<file path="src/design/t07Pkg.sv">
`default_nettype none

package t07Pkg;

    // data word and byte address
    typedef logic [31:0] t07Word;
    typedef logic [31:0] t07Addr;

    // CPU command codes
    typedef enum logic [1:0] {
        rwiIdle  = 2'b00,
        rwiWrite = 2'b01,
        rwiRead  = 2'b10
    } t07Rwi;

    // wishbone request for a full word
    typedef struct packed {
        logic   cyc;
        logic   stb;
        logic   we;
        t07Addr adr;
        t07Word dat;
    } t07WbReq;

    // wishbone response
    typedef struct packed {
        logic   ack;
        logic   err;
        t07Word dat;
    } t07WbRsp;

    // words per SRAM bank
    localparam int SramWords = 256;

    // memory map
    localparam t07Addr Sram0Base = 32'h0000_0000;
    localparam t07Addr Sram1Base = 32'h0000_0400;
    // four local registers at word offsets 0 to 3
    localparam t07Addr MmioBase  = 32'hFFFF_0000;

endpackage

`default_nettype wire
</file>
<file path="src/design/t07WishboneManager.sv">
`timescale 1ns/1ps
`default_nettype none

module t07WishboneManager (
    input  logic            clk,
    input  logic            reset,
    input  logic            start,
    input  t07Pkg::t07WbReq cpuReq,
    output logic            done,
    output t07Pkg::t07WbRsp cpuRsp,
    output t07Pkg::t07WbReq wbReq,
    input  t07Pkg::t07WbRsp wbRsp
);

    typedef enum logic [1:0] {
        mgrIdle,
        mgrBus,
        mgrDone
    } mgrState;

    mgrState         state;
    t07Pkg::t07WbReq reqReg;
    logic            inBus;

    assign inBus = state == mgrBus;

    // completion is seen in the same cycle as ack
    assign done = inBus && wbRsp.ack;

    always_ff @(posedge clk) begin
        if (reset) begin
            state <= mgrIdle;
        end else begin
            case (state)
                // mgrDone is the turnaround cycle with cyc low
                mgrIdle, mgrDone: begin
                    state <= start ? mgrBus : mgrIdle;
                end
                mgrBus: begin
                    if (wbRsp.ack) begin
                        state <= mgrDone;
                    end
                end
                default: begin
                    state <= mgrIdle;
                end
            endcase
        end
    end

    // request latch
    always_ff @(posedge clk) begin
        if (start && !inBus) begin
            reqReg <= cpuReq;
        end
    end

    // cyc and stb follow the bus state
    always_comb begin
        wbReq     = reqReg;
        wbReq.cyc = inBus;
        wbReq.stb = inBus;
    end

    // live slave response goes back with done as its ack
    always_comb begin
        cpuRsp     = wbRsp;
        cpuRsp.ack = done;
    end

endmodule

`default_nettype wire

</file>
<file path="config.mk">
export PLATFORM = sky130hd
export DESIGN_NAME = t07WishboneManager
export DESIGN_NICKNAME = d
export VERILOG_FILES = /design/src/design/t07Pkg.sv /design/src/design/t07WishboneManager.sv
export SDC_FILE = /design/constraint.sdc
export NUM_CORES = 1
export LEC_CHECK = 0
export ABC_AREA = 1
export BUFFER_PORTS_ARGS = -buffer_cell sky130_fd_sc_hd__buf_4
export CAP_MARGIN = 20
export CORE_MARGIN = 2
export CORE_UTILIZATION = 40
export CTS_CLUSTER_SIZE = 20
export DETAILED_ROUTE_END_ITERATION = 7
export GPL_TIMING_DRIVEN = 0
export PLACE_DENSITY_LB_ADDON = 0.08
export SYNTH_ARGS = -nofsm -noshare
export SYNTH_HDL_FRONTEND = slang
export SYNTH_SLANG_ARGS = --single-unit
export TNS_END_PERCENT = 5
</file>
<file path="constraint.sdc">
create_clock -name clk -period 13.5 [get_ports clk]
set_input_delay 4.05 -clock clk [delete_from_list [all_inputs] [get_ports clk]]
set_output_delay 4.05 -clock clk [all_outputs]
set_load 0.05 [all_outputs]
</file>
==> impl_metrics.toml <==
[clock_tree]
cts_tree = "done"
clk-insertion-delay-late_ns = 0.31
clockRootBuffer = "clkbuf_8"
cts_resized = 0
h-tree-depth = 3
cts_setup_buffers = 0
cts_max_path_buffers = 2
cts_made_buffers = 9
holdBufCountCts = 0
clk_pin_slew_worst_paths_ns = 0.06
cts.sinks = 67

[synthesis]
syn-instance-count = 115
synth.distinct_cells = 11
synth_top_area_share_pct = 84.01
synthTopCellsByArea = "edfxtp_1 (84%), buf_4 (12%), dfxtp_1 (1.7%), inv_1 (0.48%), nor2_4 (0.48%)"
syn_area_mm2 = 0.002323
ys_ff_latch = 67
avgSynthCellArea_um2 = 20.20
synth_top_cell_by_area = "edfxtp_1"
synth_fp_nets = 219
ys_seq_area_share_pct = 85.73
yosys_warnings = 0

[power_and_ir_drop]
leakagePower_nw = 1.771
p_per_area_mw_per_mm2 = 128.4
vdd_drop_max_mv = 0.09154

[global_routing]
grt_pass1_wl_um = 7452
grt_antenna_before_repair = 0
grt.total_usage_pct = 16.01
grt_start_max_net_pins = 26
first_global_vias = 1543
grt-ovfl-total = 0

[sta]
setup_violations = 0
finalCritPeriodShare_pct = 64.20
final.min_clock_period_ns = 8.667
timing.hold.ws_ns = 0.4975
rsz0062_at_grt = "no"
finalHoldViolations = 0
worst_pin_slew_ns = 0.7001
skew_ns = 0.004506
maxSlewHeadroom_pct = 53.21
setup_ws_ns = 4.833
slew_violations = 0
max_freq_mhz = 115.4
tns_ns = 0

[routing]
wl_per_cell_um = 14.28
drc_errors = 0
routed_via_density = 4.240
ant_nets = 0
vias = 1590
routed_wl_um = 5354
drt_pre_antenna_iters = 4
drtIter0Drc = 74

[placement]
gp_congestion = 0.7072
post_dp_cell_area_mm2 = 0.003752
numPortBuffers = 170
dpl.hpwl_um = 4381
dp_slack_ns = 4.826

[worst_setup_path]
cp-end-kind = "output port"
critPathArrivalTime_ns = 4.62
startpoint_type = "input pin"
worstPathRequired_ns = 9.45
worst-setup-path-type = "in -> out"
crit_fanout = 3

[floorplan]
ioPinCount = 206
dieHeight_um = 80.22
row_count = 27
initial_core_util_pct = 41.68
fp.coreArea_mm2 = 0.005574
die_area_mm2 = 0.006434
die_width_um = 80.22

[finish]
drive_above_1_share_pct = 73.93
fin_nets = 402
post-route-util_pct = 70.06
area_delta_synth_final_pct = 68.07
final_area_mm2 = 0.003905
diodes = 0

[run_status]
run_status = "finished, final reports clean"

[min_path]
holdCritPathClass = "reg -> reg"

[flow_run]
maxCapViolations = 0
-- state kept, by name (all words and copies together) (netlist names) --
register and flops:
wbReq 65, state 2
-- cells in the final DEF (no fill, tap or decap) --
master    netlist  routed
inv_1           3       3
clkinv_1        0       2
buf_16          0       2
nand2_1         1       1
clkinv_2        0       2
clkbuf_8        0       9
a21oi_1         1       1
nor2_1          2       1
edfxtp_1       65      65
nor2_4          1       2
nor3_2          1       1
dfxtp_1         2       2
clkbuf_1        0       3
nand3_1         1       1
buf_4          36     206
inv_2           2       2
-- report_power, final --
part / switching [mW] / internal (mW)
sequential: 0.00342 / 0.244
clock: 0.0653 / 0.0650
combinational: 0.0804 / 0.0436
total: 0.149 / 0.352
-- Yosys cell counts --
master and instances:
edfxtp_1 65, buf_4 36, inv_1 3, dfxtp_1 2, inv_2 2, nor2_1 2
a21oi_1 1, nand2_1 1, nand3_1 1, nor2_4 1, nor3_2 1
-- critical path: stages --
cell	delay, ns
buf_4	0.08
inv_1	0.06
nor2_1	0.14
buf_4	0.12
buf_4	0.18
-- layout make-up --
class	count	area, µm²
clock inverter	4	17.52
timing repair buffer	172	1331
sequential	67	1992
inverter	5	18.77
fill	409	1669
clock buffer	12	135.1
buffer	36	270.3
tap	72	90.09
multi-input combinational	7	50.05
-- logic make-up after synthesis --
kind of cell	Yosys count	share of synthesized area, %
compound gates	1	0.2152
flops	67	85.73
simple gates	6	1.615
buf+inv	41	12.44
-- per-stage QoR --
stage / instances / power (mW)
6_report: 375 / 0.5015
3_5_place_dp: 359 / 0.3768
3_3_place_gp: 357 / 0.3734
5_1_grt: 375 / 0.5197
4_1_cts: 375 / 0.5067
2_1_floorplan: 115 / 0.3308
-- per-layer routing --
layer | GRT usage (%) | share of wire, %
met3 | 9.438 | 15
met4 | 8.136 | 1.6
met5 | 0 | 0
met1 | 15.70 | 32
met2 | 26.58 | 52
-- final timing paths --
path / to / cells past startpoint / from / slack (ns)
worst max-delay path: cpuRsp[33] / 5 / wbRsp[33] / 4.83
worst min-delay path: state[0]$_SDFFE_PP0P_ / 2 / state[0]$_SDFFE_PP0P_ / 0.50
worst max register to register: wbReq[52]$_DFFE_PP_ / 3 / state[1]$_SDFFE_PP0P_ / 11.95
worst min register to register: state[0]$_SDFFE_PP0P_ / 2 / state[0]$_SDFFE_PP0P_ / 0.50
Power figures use the tool's default switching activity.
