`src/design/t07Pkg.sv`:
```
`default_nettype none

package t07Pkg;

    // data word and byte address
    typedef logic [31:0] t07Word;
    typedef logic [31:0] t07Addr;

    // CPU command codes
    typedef enum logic [1:0] {
        rwiIdle  = 2'b00,
        rwiWrite = 2'b01,
        rwiRead  = 2'b10
    } t07Rwi;

    // wishbone request for a full word
    typedef struct packed {
        logic   cyc;
        logic   stb;
        logic   we;
        t07Addr adr;
        t07Word dat;
    } t07WbReq;

    // wishbone response
    typedef struct packed {
        logic   ack;
        logic   err;
        t07Word dat;
    } t07WbRsp;

    // words per SRAM bank
    localparam int SramWords = 256;

    // memory map
    localparam t07Addr Sram0Base = 32'h0000_0000;
    localparam t07Addr Sram1Base = 32'h0000_0400;
    // four local registers at word offsets 0 to 3
    localparam t07Addr MmioBase  = 32'hFFFF_0000;

endpackage

`default_nettype wire
```
`src/design/t07Mmio.sv`:
```
`timescale 1ns/1ps
`default_nettype none

module t07Mmio (
    input  logic            clk,
    input  logic            reset,
    input  t07Pkg::t07Rwi   rwi,
    input  t07Pkg::t07Addr  addr,
    input  t07Pkg::t07Word  writeData,
    output t07Pkg::t07Word  readData,
    output logic            busy,
    output logic            invalError,
    output logic [7:0]      ledOut,
    output t07Pkg::t07WbReq busReq,
    output logic            start,
    input  logic            done,
    input  t07Pkg::t07WbRsp busRsp
);

    t07Pkg::t07Word localRegs [4];
    logic           accept;
    logic           isLocal;
    logic [1:0]     regIdx;
    logic           localPending;
    logic           readPending;

    // a command is taken only while idle
    assign accept  = (rwi != t07Pkg::rwiIdle) && !busy;
    assign isLocal = addr[31:4] == t07Pkg::MmioBase[31:4];
    assign regIdx  = addr[3:2];

    assign ledOut = localRegs[0][7:0];

    // everything outside the local bank goes to the bus in the cycle after acceptance
    always_ff @(posedge clk) begin
        if (reset) begin
            start  <= 1'b0;
            busReq <= '0;
        end else begin
            start <= accept && !isLocal;
            if (accept && !isLocal) begin
                busReq <= '{
                    cyc: 1'b1,
                    stb: 1'b1,
                    we:  rwi == t07Pkg::rwiWrite,
                    adr: addr,
                    dat: writeData
                };
            end
        end
    end

    always_ff @(posedge clk) begin
        if (reset) begin
            busy         <= 1'b0;
            localPending <= 1'b0;
            readPending  <= 1'b0;
            invalError   <= 1'b0;
            readData     <= '0;
            for (int i = 0; i < 4; i++) begin
                localRegs[i] <= '0;
            end
        end else begin
            if (accept) begin
                busy         <= 1'b1;
                localPending <= isLocal;
                readPending  <= rwi == t07Pkg::rwiRead;
                if (isLocal) begin
                    if (rwi == t07Pkg::rwiWrite) begin
                        localRegs[regIdx] <= writeData;
                    end else begin
                        readData <= localRegs[regIdx];
                    end
                end
            end else if (localPending) begin
                // local access takes a single busy cycle
                busy         <= 1'b0;
                localPending <= 1'b0;
            end else if (done) begin
                busy <= 1'b0;
                if (readPending) begin
                    readData <= busRsp.dat;
                end
                // sticky until reset
                if (busRsp.err) begin
                    invalError <= 1'b1;
                end
            end
        end
    end

endmodule

`default_nettype wire

```
`config.mk`:
```
export PLATFORM = sky130hd
export DESIGN_NAME = t07Mmio
export DESIGN_NICKNAME = d
export VERILOG_FILES = /design/src/design/t07Pkg.sv /design/src/design/t07Mmio.sv
export SDC_FILE = /design/constraint.sdc
export NUM_CORES = 1
export LEC_CHECK = 0
export BUFFER_PORTS_ARGS = -buffer_cell sky130_fd_sc_hd__buf_2
export CAP_MARGIN = 20
export CORE_AREA = 8 8 154 127
export DETAILED_ROUTE_END_ITERATION = 7
export DIE_AREA = 0 0 162 135
export HOLD_SLACK_MARGIN = 0.1
export PLACE_DENSITY = 0.85
export SYNTH_ARGS = -nofsm -noshare
export SYNTH_HDL_FRONTEND = slang
export SYNTH_SLANG_ARGS = --single-unit
```
`constraint.sdc`:
```
create_clock -name clk -period 6.03 [get_ports clk]
set_input_delay 0.9045 -clock clk [delete_from_list [all_inputs] [get_ports clk]]
set_output_delay 0.9045 -clock clk [all_outputs]
set_load 0.05 [all_outputs]
```
==> metrics.md <==
| Metric | Value |
|---|---|
| Synthesized area | 9670 sq um |
| Clk sink count | 231 |
| Worst Hold Class | flop to flop |
| DIE AREA | 21900 sq um |
| Max-Cap Viols | 0 |
| Outcome | completed |
| Number of setup buffers added after CTS | 0 |
| Most frequent cells in the layout | 210 x buf_2, 129 x nand2_1, 128 x and2_1, 128 x edfxtp_1, 103 x dfxtp_1 |
| DP Worst Slack | 2.25 ns |
| Combinational power share | 12.8% |
| Critical path's slowest cell | or2_2 |
| Fraction of the yosys area taken by sequential cells | 61.0% |
| Final Skew | 0.0151 ns |
| Flop2flop setup slack | 3.14 ns |
| Leakage | 0.00480 uW |
| Port buffer count | 211 |
| Number of global-route vias before repair | 6888 |
| Number of synthesized register bits | 231 |
| Placed cell areas | 10800 sq um |
| CTS root buf | clkbuf_16 |
| Worst-path clk slew | 0.06 ns |
| Yosys warns | 0 |
| Cells along the critical path | buf_2, nor4b_2, and4_1, nand2_1, nor4_4, buf_4, or2_2 |
| CP Data Required Time | 6.14 ns |
| Initial Util | 56.9% |
| Clock Latency Late Sink | 0.50 ns |
| DR vias | 6811 |
| Largest net degree at the start of global routing | 66 |
| Worst-path fanout max | 33 |
| Share of layout cells above drive strength 1 | 31.1% |
| Yosys cell types | 38 |
| Std cell rows | 43 |
| Final Setup Violations | 0 |
| Vias per cell | 5.61 |
| Post-synth top area share | 39.7% |
| Top cell type by total area after synthesis | edfxtp_1 |
| I/O pin count | 213 |
| Fmax | 0.306 GHz |
| Final hold viol count | 0 |
| Syn avg cell area | 12.1 sq um |
| VDD IR max | 0.250 mV |
| Layout area overhead | 19.6% |
| Initial antenna violation count | 0 |
| Drt first pass iters | 5 |
| Worst EP arrival | 3.38 ns |
| Worst Tran Pin Value | 0.942 ns |
| Final GP Congestion | 0.782 |
| Syn nets | 901 |
| Clock buffer depth | 3 |
| RSZ-0062 raised after global routing | false |
| Detail Route Antenna Nets | 0 |
| Final nets | 1078 |
| Fillcell total | 1252 |
| PD cells | 315 nW/um^2 |
| # DRC | 0 |
| Slew Viols, Final | 0 |
| CP startpoint kind | input port |
| Sw frac | 25.7% |
| Final WS setup | 2.76 ns |
| Max H-tree Level | 1 |
| Clk network pwr share | 39.1% |
| Largest stage delay on the critical path | 0.80 ns |
| Share of power burned in registers | 48.1% |
| Die X | 162 um |
| CTS tree | done |
| CTS buffer count | 23 |
| WL/cell | 19.9 um |
| Tot GR Track Use | 21.4% |
| Grt total ovfl | 0 |
| Wire length of the first global-routing pass | 37400 um |
| Post-layout min period | 3.27 ns |
| DR iter-0 viols | 516 |
| Sw Pwr | 937 uW |
| Finished Cell Area | 11600 sq um |
| Final setup TNS | 0 ns |
| Crit path max-delay family | simple AND/OR/NAND/NOR gates |
| CTS-repair resized insts | 0 |
| Setup crit end kind | flop |
| Final wirelength | 24100 um |
| Post-Synthesis Cells | 798 |
| Worst slew margin | 37.2% |
| P_int | 2710 uW |
| Commonest non-fill, non-tap cell in the layout | buf_2 |
| # diodes | 0 |
| Worst path bufs/invs | 2 |
| Post-DP HPWL | 15600 um |
| # hold bufs at CTS | 0 |
| Crit Path Category | input port to flop |
| Synth area leaders | edfxtp_1 40%, dfxtp_1 21%, and2_1 8.3%, mux4_2 7.4%, a21oi_1 5.1% |
| Die height | 135 um |
| Total core area | 17000 sq um |
| Tcrit/Tclk final | 54.2% |
==> cell families (layout without fill, tap and decap cells) <==
logic type	count (synthesis)	in the layout	synth area share, %
flip-flops	231	231	61.0
buffers and inverters	74	266	3.71
AND/OR/NAND/NOR	290	290	15.7
multiplexers	64	64	10.8
AO/OA/AOI/OAI	139	139	8.74
==> worst paths after layout <==
kind,to,from,cells past startpoint
max,localRegs[0][1]$_SDFFCE_PN0P_,addr[4],7
min,busReq[34]$_SDFFE_PP0P_,busReq[34]$_SDFFE_PP0P_,2
max reg2reg,localRegs[0][1]$_SDFFCE_PN0P_,busy$_SDFFE_PP0P_,5
min reg2reg,busReq[34]$_SDFFE_PP0P_,busReq[34]$_SDFFE_PP0P_,2
==> flip-flops by register name (all words and copies together) (netlist names) <==
register	count
readPending	1
readData	32
busReq	66
start	1
busy	1
localRegs	128
localPending	1
invalError	1
==> cell usage after synthesis <==
| cell | count |
|---|---|
| nand2_1 | 129 |
| and2_1 | 128 |
| edfxtp_1 | 128 |
| dfxtp_1 | 103 |
| a21oi_1 | 99 |
| clkbuf_1 | 37 |
| a311oi_1 | 32 |
| mux2i_1 | 32 |
| mux4_2 | 32 |
| buf_2 | 17 |
| buf_4 | 9 |
| nor2_1 | 7 |
| nand4_1 | 4 |
| buf_6 | 3 |
| clkbuf_2 | 3 |
| inv_1 | 3 |
| nor3_1 | 3 |
| nor4_2 | 3 |
| a41o_1 | 2 |
| buf_1 | 2 |
| nand3_1 | 2 |
| nor4b_2 | 2 |
| or2_2 | 2 |
| or3_1 | 2 |
| a211oi_1 | 1 |
| a22oi_1 | 1 |
| a31oi_1 | 1 |
| and3_1 | 1 |
| and4_1 | 1 |
| and4bb_2 | 1 |
| nand2b_1 | 1 |
| nor2b_1 | 1 |
| nor3_2 | 1 |
| nor3b_1 | 1 |
| o21ai_1 | 1 |
| o21ai_4 | 1 |
| o21bai_1 | 1 |
| or4_4 | 1 |
==> stage by stage <==
step | util [%] | hold slack (ns) | total power, uW | cells
after CTS | 68.1 | 0.453 | 3670 | 1215
after floorplan | - | 0.488 | 2110 | 798
after global placement | 63.7 | 0.439 | 2250 | 1175
after detailed placement | 63.7 | 0.444 | 2260 | 1175
after global routing | 68.1 | 0.469 | 3760 | 1215
final | 68.1 | 0.452 | 3640 | 1215
==> routing by layer <==
metal / vias up / routed length (um) / track usage, %
li1: 3217 / - / -
met1: 3314 / 10300 / 28.1
met2: 253 / 11600 / 35.6
met3: 27 / 1920 / 5.26
met4: 0 / 348 / 4.67
met5: - / 0 / 0
==> tightest hold or removal path, stage by stage, from the launching register on <==
cell	delay, ns
dfxtp_1	0.31
nand2_1	0.05
a21oi_1	0.05
==> layout make-up <==
cell class / count / area, sq um / share of cell area (%)
Clock inverter: 7 / 86.3 / 0.746
Sequential cell: 231 / 5910 / 51.0
Multi-Input combinational cell: 493 / 3470 / 30.0
Clock buffer: 33 / 664 / 5.74
Tap cell: 225 / 282 / 2.43
Inverter: 3 / 11.3 / 0.0973
Timing Repair Buffer: 223 / 1150 / 9.93
==> power by group through the flow <==
stage / Clock [uW] / Sequential (uW) / Combinational [uW]
global placement: 0 / 1780 / 463
detailed placement: 0 / 1790 / 470
CTS: 1440 / 1750 / 472
finish: 1420 / 1750 / 468
floorplan: 0 / 1920 / 191
global route: 1500 / 1760 / 499
Power figures use the tool's default switching activity.
