$ cat src/design/t07Pkg.sv
`default_nettype none

package t07Pkg;

    // data word and byte address
    typedef logic [31:0] t07Word;
    typedef logic [31:0] t07Addr;

    // CPU command codes
    typedef enum logic [1:0] {
        rwiIdle  = 2'b00,
        rwiWrite = 2'b01,
        rwiRead  = 2'b10
    } t07Rwi;

    // wishbone request for a full word
    typedef struct packed {
        logic   cyc;
        logic   stb;
        logic   we;
        t07Addr adr;
        t07Word dat;
    } t07WbReq;

    // wishbone response
    typedef struct packed {
        logic   ack;
        logic   err;
        t07Word dat;
    } t07WbRsp;

    // words per SRAM bank
    localparam int SramWords = 256;

    // memory map
    localparam t07Addr Sram0Base = 32'h0000_0000;
    localparam t07Addr Sram1Base = 32'h0000_0400;
    // four local registers at word offsets 0 to 3
    localparam t07Addr MmioBase  = 32'hFFFF_0000;

endpackage

`default_nettype wire
$ cat src/design/t07WishboneDecoder.sv
`timescale 1ns/1ps
`default_nettype none

module t07WishboneDecoder (
    input  t07Pkg::t07WbReq req,
    output t07Pkg::t07WbReq sramReq0,
    output t07Pkg::t07WbReq sramReq1,
    input  t07Pkg::t07WbRsp sramRsp0,
    input  t07Pkg::t07WbRsp sramRsp1,
    output t07Pkg::t07WbRsp rsp
);

    logic           sel0;
    logic           sel1;
    logic           active;

    // unsigned offset compare covers both bounds at once
    assign sel0   = (req.adr - t07Pkg::Sram0Base) < t07Pkg::t07Addr'(t07Pkg::SramWords * 4);
    assign sel1   = (req.adr - t07Pkg::Sram1Base) < t07Pkg::t07Addr'(t07Pkg::SramWords * 4);
    assign active = req.cyc && req.stb;

    // only the matching bank sees cyc and stb
    always_comb begin
        sramReq0     = req;
        sramReq1     = req;
        sramReq0.cyc = req.cyc && sel0;
        sramReq0.stb = req.stb && sel0;
        sramReq1.cyc = req.cyc && sel1 && !sel0;
        sramReq1.stb = req.stb && sel1 && !sel0;
    end

    always_comb begin
        if (sel0) begin
            rsp = sramRsp0;
        end else if (sel1) begin
            rsp = sramRsp1;
        end else begin
            // unmapped address answers at once with an error
            rsp = '{ack: active, err: active, dat: '0};
        end
    end

endmodule

`default_nettype wire

$ cat config.mk
export PLATFORM = sky130hd
export DESIGN_NAME = t07WishboneDecoder
export DESIGN_NICKNAME = d
export VERILOG_FILES = /design/src/design/t07Pkg.sv /design/src/design/t07WishboneDecoder.sv
export SDC_FILE = /design/constraint.sdc
export NUM_CORES = 1
export LEC_CHECK = 0
export BUFFER_PORTS_ARGS = -buffer_cell sky130_fd_sc_hd__buf_2
export CORE_AREA = 10 10 109 111
export DETAILED_ROUTE_END_ITERATION = 16
export DIE_AREA = 0 0 119 121
export PLACE_DENSITY = 0.64
export SKIP_LAST_GASP = 1
export SYNTH_ARGS = -nofsm -noshare
export SYNTH_HDL_FRONTEND = slang
export SYNTH_SLANG_ARGS = --single-unit
export TNS_END_PERCENT = 10
$ cat constraint.sdc
create_clock -name vclk -period 4.2
set_input_delay 0.42 -clock vclk [all_inputs]
set_output_delay 0.42 -clock vclk [all_outputs]
set_load 0.02 [all_outputs]
==> impl_metrics.toml, run 1 <==
[status]
status = "completed"

[floorplan]
rows = 36
num_io_pins = 303
die_h_um = 121
coreArea_um2 = 9640
initial_core_util_pct = 16.6
die_w_um = 119
dieArea_um2 = 14400

[pwr]
clock_power_share_pct = 0
leakagePower_uw = 0.000958
p_comb_share_pct = 100.0
power_density_nw_per_um2 = 71.7
swShare_pct = 57.3
internal_power_uw = 50.3
p_total_uw = 118
p_sw_uw = 67.5
ir_worst_vdd_mv = 0.0319
p_seq_share_pct = 0

[routing]
wirelength_um = 7470
viasPerCell = 3.87
final_antenna_net_count = 0
drt_drc_violations_left = 0
wl_per_cell_um = 19.3
vias = 1497
firstDrtPassIters = 4
drt-initial-drc-count = 39

[timing]
slew_viol_final = 0
slew_headroom_pct = 77.2
grt_setup_unrepaired = "no"
tns_ns = 0
fmax_ghz = 0.324
whs_ns = 0.840
worst_pin_slew_ns = 0.339
period_minus_slack_ns = 3.09
final.period_utilization_pct = 73.5
finalSetupViolations = 0
hold_viol = 0

[final_layout]
clockBufferCount = 0
drive_gt1_share_pct = 73.5
utilization_pct = 17.1
register_area_um2 = 0
design.seq.count = 0
layoutNonFillerInstCount = 387
area_growth_pct = 2.50
fin_nets = 390
final_common_cell = "buf_2"
final_cell_mix = "buf_2, a22o_1, buf_4, nor2_1, nand3_1"

[logic_synthesis]
synth_cell_types = 28
yosysTopAreaCell = "buf_4"
ys_seq_area_share_pct = 0
syn_area_um2 = 1600
synthesis.instances = 210
netlist_top_cells_area = "buf_4, a22o_1, buf_8, or3_4, nand3_1"
yosys_warnings = 0
synth_top_area_share_pct = 60.8
synthesis.nets = 345
avgSynthCellArea_um2 = 7.64

[placement]
place.gp.congestion = 0.750
dp_hpwl_um = 6910
dp_cells = 386
port-buffer-count = 174

[clock_tree]
cts_resized = 0
post_cts_buffers = 0
holdBufCountCts = 0

[run]
cap_violations = 0

[setup_path]
cp-start-kind = "input port"
cp_max_fo = 34
slowest_stage = "or4_4"
crit_chain = "buf_2 > or4_4 > or3_4 > or3_4 > nor3_4 > buf_4 > a22o_1 > buf_2"
cp.arrival_ns = 2.67
crit_cells = 8
path_buf_inv = 3
worst_path_largest_cell_delay_ns = 0.53
crit_type = "in2out"
crit_family = "simple AND/OR/NAND/NOR gates"
critPathCaptureType = "output port"
critical_path_required_ns = 3.78

[grt]
grt_pass1_vias = 1711
antenna_found_initial = 1
grtUsageTotal_pct = 9.28
grt_overflow = 0
grt_pass1_wl_um = 10700
grt_max_degree = 35

[worst_hold_path]
hold_start = "req[20]"
hold_depth = 0
hold_class = "in2out"
whs_endpoint = "sramReq0[20]"
-- power groups by stage --
stage / clock [uW] / combinational, uW / sequential, uW
floorplan: 0 / 190 / 0
global placement: 0 / 120 / 0
detailed placement: 0 / 121 / 0
CTS: 0 / 121 / 0
global route: 0 / 129 / 0
finish: 0.0000321 / 118 / 0
-- metal layers --
metal  GRT usage (%)  vias to the layer above  wire length, um
li1                -                      691                -
met1            8.78                      637             2560
met2            17.8                      127             3830
met3            3.86                       42              846
met4            2.90                        0              239
met5               0                        -                0
-- cell type report --
type / instances / area (um2)
well taps: 133 / 166
fillers: 1137 / 8000
repair buffers: 180 / 916
diodes: 1 / 2.50
multi-input cells: 73 / 559
-- cell families (layout without fill, tap and decap cells) --
kind of cell / Yosys count / count (layout) / synth area share (%)
AOI/OAI and AO/OA: 41 / 41 / 21.3
xor gates and xnor gates: 1 / 1 / 0.546
buffers and inverters: 137 / 180 / 65.1
other: 0 / 1 / 0
and+or+nand+nor: 31 / 31 / 13.0
-- metrics by stage --
stage / setup slack, ns / area (um2)
2_1_floorplan: 1.31 / 1600
3_3_place_gp: 1.16 / 1640
3_5_place_dp: 1.11 / 1640
4_1_cts: 1.10 / 1640
5_1_grt: 0.964 / 1640
6_report: 1.11 / 1640
-- worst max-delay path by stage --
stage | start | to | slack (ns)
after floorplan | req[53] | rsp[10] | 1.31
after global placement | req[53] | rsp[28] | 1.16
after detailed placement | req[53] | rsp[31] | 1.11
after CTS | req[53] | rsp[3] | 1.10
after global routing | req[53] | rsp[2] | 0.96
final | req[53] | rsp[31] | 1.11
-- synth_stat cells, drive strengths merged, types with 2 or more instances --
master  count
a31oi       2
a22o       32
nor4        3
o21ai       3
or4         3
nor3        3
nor4b       2
nand3       4
buf       135
nor2        5
and2        3
and3        2
or3         3
nand2       2
clkbuf      2
(Power assumes the default switching activity.)
==> run 2, diff against run 1 <==
--- a/config.mk
+++ b/config.mk
@@ -6,10 +6,10 @@
 export NUM_CORES = 1
 export LEC_CHECK = 0
 export BUFFER_PORTS_ARGS = -buffer_cell sky130_fd_sc_hd__buf_2
-export CORE_AREA = 10 10 109 111
+export CORE_AREA = 10 10 110 112
 export DETAILED_ROUTE_END_ITERATION = 16
-export DIE_AREA = 0 0 119 121
-export PLACE_DENSITY = 0.64
+export DIE_AREA = 0 0 120 122
+export PLACE_DENSITY = 0.65
 export SKIP_LAST_GASP = 1
 export SYNTH_ARGS = -nofsm -noshare
 export SYNTH_HDL_FRONTEND = slang
==> constraint.sdc (replaced) <==
create_clock -name vclk -period 2.56
set_input_delay 0.256 -clock vclk [all_inputs]
set_output_delay 0.256 -clock vclk [all_outputs]
set_load 0.02 [all_outputs]
==> run 2 against run 1 <==
Net effect:
- the run now ends with setup timing left
- sequential share of layout area did not move
- core utilization rose by 0.34 points
- final cell count rose by 2.3%
- clock-buffer cell count is the same
- via count shrank 0.47%
- die area is 1.7% higher
- global-route usage shrank 1.9 points
- worst hold slack worse by 0.33 ns
- power is 69% higher
- flip-flop and latch count is the same
==> impl_metrics.toml, run 2 (synthesis gave the netlist of run 1 again) <==
[setup_path]
cp.arrival_ns = 2.42
crit_type = "in2out"
crit_family = "simple AND/OR/NAND/NOR gates"
crit_cells = 9
cp-startpoint = "req[53]"
critPathCaptureType = "output port"
endpoint = "rsp[0]"
cp_common_cell = "buf_2"
worst_path_largest_cell_delay_ns = 0.52
cp_max_fo = 16
cp-start-kind = "input port"
critical_path_required_ns = 2.30
path_buf_inv = 3
crit_chain = "buf_2 > or4_4 > or3_4 > o31a_1 > a211oi_2 > and2_4 > clkbuf_16 > a22o_1 > buf_2"
slowest_stage = "or4_4"

[final_layout]
clockBufferCount = 0
utilization_pct = 17.4
register_area_um2 = 0
fin_area_um2 = 1750
design.seq.count = 0
nFillCells = 1142
diodes = 0
area_growth_pct = 8.97
final_common_cell = "buf_2"
drive_gt1_share_pct = 74.6
fin_nets = 397
multi_input_area_um2 = 562
layoutNonFillerInstCount = 396
final_cell_mix = "buf_2, a22o_1, buf_4, nor2_1, nand3_1"

[routing]
firstDrtPassIters = 4
m1WireLength_um = 2380
drt_drc_violations_left = 0
vias = 1490
drt-initial-drc-count = 27
routed-wl-met3_um = 917
final_antenna_net_count = 0
wl_per_cell_um = 17.1
routed.top_layer = "met4"
wirelength_um = 6790
met2_wirelength_um = 3240
viasPerCell = 3.76

[status]
status = "complete, but fails checks"
violations = "setup timing"

[grt]
grtUsageTotal_pct = 7.40
antenna_found_initial = 0
grt_overflow = 0
grt_max_degree = 35
grt_pass1_vias = 1602
grt_pass1_wl_um = 8940

[timing]
fin_ws_ns = -0.114
final.period_utilization_pct = 104
tns_ns = -3.25
slew_headroom_pct = 74.6
whs_ns = 0.512
period_minus_slack_ns = 2.67
finalSetupViolations = 34
grt_setup_unrepaired = "yes"
worst_pin_slew_ns = 0.378
fmax_ghz = 0.374
slew_viol_final = 0
hold_viol = 0

[floorplan]
coreArea_um2 = 10000
initial_core_util_pct = 16.0
die_h_um = 122
rows = 37
die_w_um = 120
num_io_pins = 303
dieArea_um2 = 14600

[placement]
placed_cell_area_um2 = 1720
dp_cells = 395
place.gp.congestion = 0.785
dp_hpwl_um = 5990
port-buffer-count = 174

[clock_tree]
holdBufCountCts = 0
post_cts_buffers = 0

[pwr]
swShare_pct = 55.9
p_comb_share_pct = 100.0
clock_power_share_pct = 0
power_density_nw_per_um2 = 114
internal_power_uw = 87.9
leakagePower_uw = 0.00100
ir_worst_vdd_mv = 0.0376
p_seq_share_pct = 0
p_sw_uw = 111

[worst_hold_path]
hold_class = "in2out"
hold_start = "req[16]"

[run]
cap_violations = 0
[run 2: changes by cell type in the layout (fill, tap and decap cells not counted)]
cell       previous run  this run
clkbuf_16             0         1
and2_1                3         2
diode_2               1         0
buf_2               174       172
buf_4                 6        12
and2_4                0         1
buf_12                0         2
[run 2: cell type report]
type	count	share of cell area [%]
Multi-Input combinational cell	73	32.1
Tap cell	136	9.74
Timing Repair Buffer	187	58.1
[run 2: layer usage]
metal  up-vias  GRT usage, %
li1        704             -
met1       608          7.02
met2       139          13.6
met3        39          3.38
met4         0          3.09
met5         -             0
[run 2: metrics by stage]
| step | setup WS [ns] | total power (uW) |
|---|---|---|
| after detailed placement | -0.159 | 203 |
| final | -0.114 | 199 |
| after global placement | -0.142 | 202 |
| after global routing | -0.257 | 215 |
| after floorplan | -0.00406 | 311 |
| after CTS | -0.169 | 204 |
[run 2: power groups by stage]
stage / combinational, uW / clock [uW] / sequential (uW)
floorplan: 311 / 0 / 0
global placement: 202 / 0 / 0
detailed placement: 203 / 0 / 0
CTS: 204 / 0 / 0
global route: 215 / 0 / 0
finish: 199 / 0 / 0
[run 2: worst min path at each step]
stage | endpoint | slack, ns | depth (start not counted)
6_report | sramReq1[16] | 0.51 | 0
4_1_cts | sramReq0[9] | 0.51 | 0
3_3_place_gp | sramReq0[9] | 0.51 | 0
5_1_grt | sramReq1[36] | 0.51 | 0
2_1_floorplan | sramReq0[0] | 0.62 | 1
3_5_place_dp | sramReq0[9] | 0.51 | 0
[run 2: timing repair]
| item | CTS | global route |
|---|---|---|
| endpoints found under the setup margin | 36 | 38 |
| gates cloned | 0 | 1 |
| hold endpoints to repair | 0 | 0 |
| resized for setup | 0 | 4 |
==> run 3, diff against run 2 <==
--- a/config.mk
+++ b/config.mk
@@ -10,6 +10,7 @@
 export DETAILED_ROUTE_END_ITERATION = 16
 export DIE_AREA = 0 0 120 122
 export PLACE_DENSITY = 0.65
+export RECOVER_POWER = 100
 export SKIP_LAST_GASP = 1
 export SYNTH_ARGS = -nofsm -noshare
 export SYNTH_HDL_FRONTEND = slang
==> run 3 against run 2 <==
Net effect:
- the run still ends with setup timing left
- power down 4.4%
- setup slack worse by 0.00052 ns
- via count grew 0.34%
- critical path depth is the same
- final cell count stayed put
- wire length is 0.12% higher
- first-iteration DRC count increased by 30%
- fmax hardly changed
- global-route usage did not move
- combinational power fell by 4%
- critical path type unchanged
- highest routed layer unchanged
==> impl_metrics.toml, run 3 (synthesis gave the netlist of run 1 again) <==
[status]
status = "complete, but fails checks"
violations = "setup timing"

[timing]
finalSetupViolations = 34
final.period_utilization_pct = 104
grt_setup_unrepaired = "yes"
fin_ws_ns = -0.115
hold_viol = 0
period_minus_slack_ns = 2.67
slew_viol_final = 0
fmax_ghz = 0.374
slew_headroom_pct = 74.6
worst_pin_slew_ns = 0.378
tns_ns = -3.23

[setup_path]
slowest_stage = "or4_4"
crit_type = "in2out"
crit_family = "simple AND/OR/NAND/NOR gates"
cp_max_fo = 16
path_buf_inv = 3
cp-start-kind = "input port"
cp_common_cell = "buf_2"
critical_path_required_ns = 2.30
cp.arrival_ns = 2.42
critPathCaptureType = "output port"
crit_cells = 9
crit_chain = "buf_2 > or4_4 > or3_4 > o31a_1 > a211oi_2 > and2_4 > clkbuf_16 > a22o_1 > buf_2"
worst_path_largest_cell_delay_ns = 0.52

[worst_hold_path]
hold_depth = 0
hold_class = "in2out"

[placement]
port-buffer-count = 174
pre_cts_ws_ns = -0.159
placed_cell_area_um2 = 1720
dp_hpwl_um = 5990
place.gp.congestion = 0.785

[floorplan]
coreArea_um2 = 10000
dieArea_um2 = 14600
rows = 37
num_io_pins = 303
die_w_um = 120
initial_core_util_pct = 16.0
die_h_um = 122

[grt]
grtUsageTotal_pct = 7.40
grt_max_degree = 35
grt_pass1_wl_um = 8940
grt_overflow = 0
grt_pass1_vias = 1602
antenna_found_initial = 0

[routing]
vias = 1495
wl_per_cell_um = 17.2
wirelength_um = 6790
final_antenna_net_count = 0
viasPerCell = 3.78
firstDrtPassIters = 4
drt_drc_violations_left = 0
drt-initial-drc-count = 35

[pwr]
leakagePower_uw = 0.000886
power_density_nw_per_um2 = 112
ir_worst_vdd_mv = 0.0344

[final_layout]
fin_nets = 397
area_growth_pct = 5.69
final_cell_mix = "buf_2, clkbuf_1, a22o_1, buf_4, nor2_1"
clockBufferCount = 0
utilization_pct = 16.9
drive_gt1_share_pct = 58.5
fin_area_um2 = 1700
register_area_um2 = 0
design.seq.count = 0
diodes = 0
final_common_cell = "buf_2"

[clock_tree]
post_cts_buffers = 0
holdBufCountCts = 0

[run]
cap_violations = 0
-- run 3: cell count changes in the layout (fill, tap and decap cells not counted), sizes merged --
cell	previous run	this run
buf	186	144
clkbuf	1	43
-- run 3: path summary, 6_finish.rpt --
path / from / endpoint / slack [ns]
worst max-delay path: req[53] / rsp[0] / -0.11
worst min-delay path: req[16] / sramReq1[16] / 0.51
-- run 3: where the power goes --
group          total, uW  switching, uW  internal (uW)
registers              0              0              0
clock network          0              0              0
logic                191            112           78.3
total                191            112           78.3
-- run 3: cell type report --
cell class         count  area (um2)
well taps            136         170
multi-input cells     73         562
fillers             1174        8350
repair buffers       187         963
-- run 3: per-stage QoR --
step	hold WS [ns]	power [uW]	cells
after floorplan	0.625	311	210
after global placement	0.512	202	395
after detailed placement	0.512	203	395
after CTS	0.512	204	395
after global routing	0.512	206	396
final	0.512	191	396
-- run 3: layer usage --
metal	vias up	GRT usage, %	part of all wire (%)
li1	702	-	-
met1	617	7.02	35
met2	137	13.6	48
met3	39	3.38	13
met4	0	3.09	3.7
met5	-	0	0
-- run 3: repair_timing --
action / 4_1_cts / 5_1_grt
gates resized for setup: 0 / 4
endpoints found under the setup margin: 36 / 38
cloned: 0 / 1
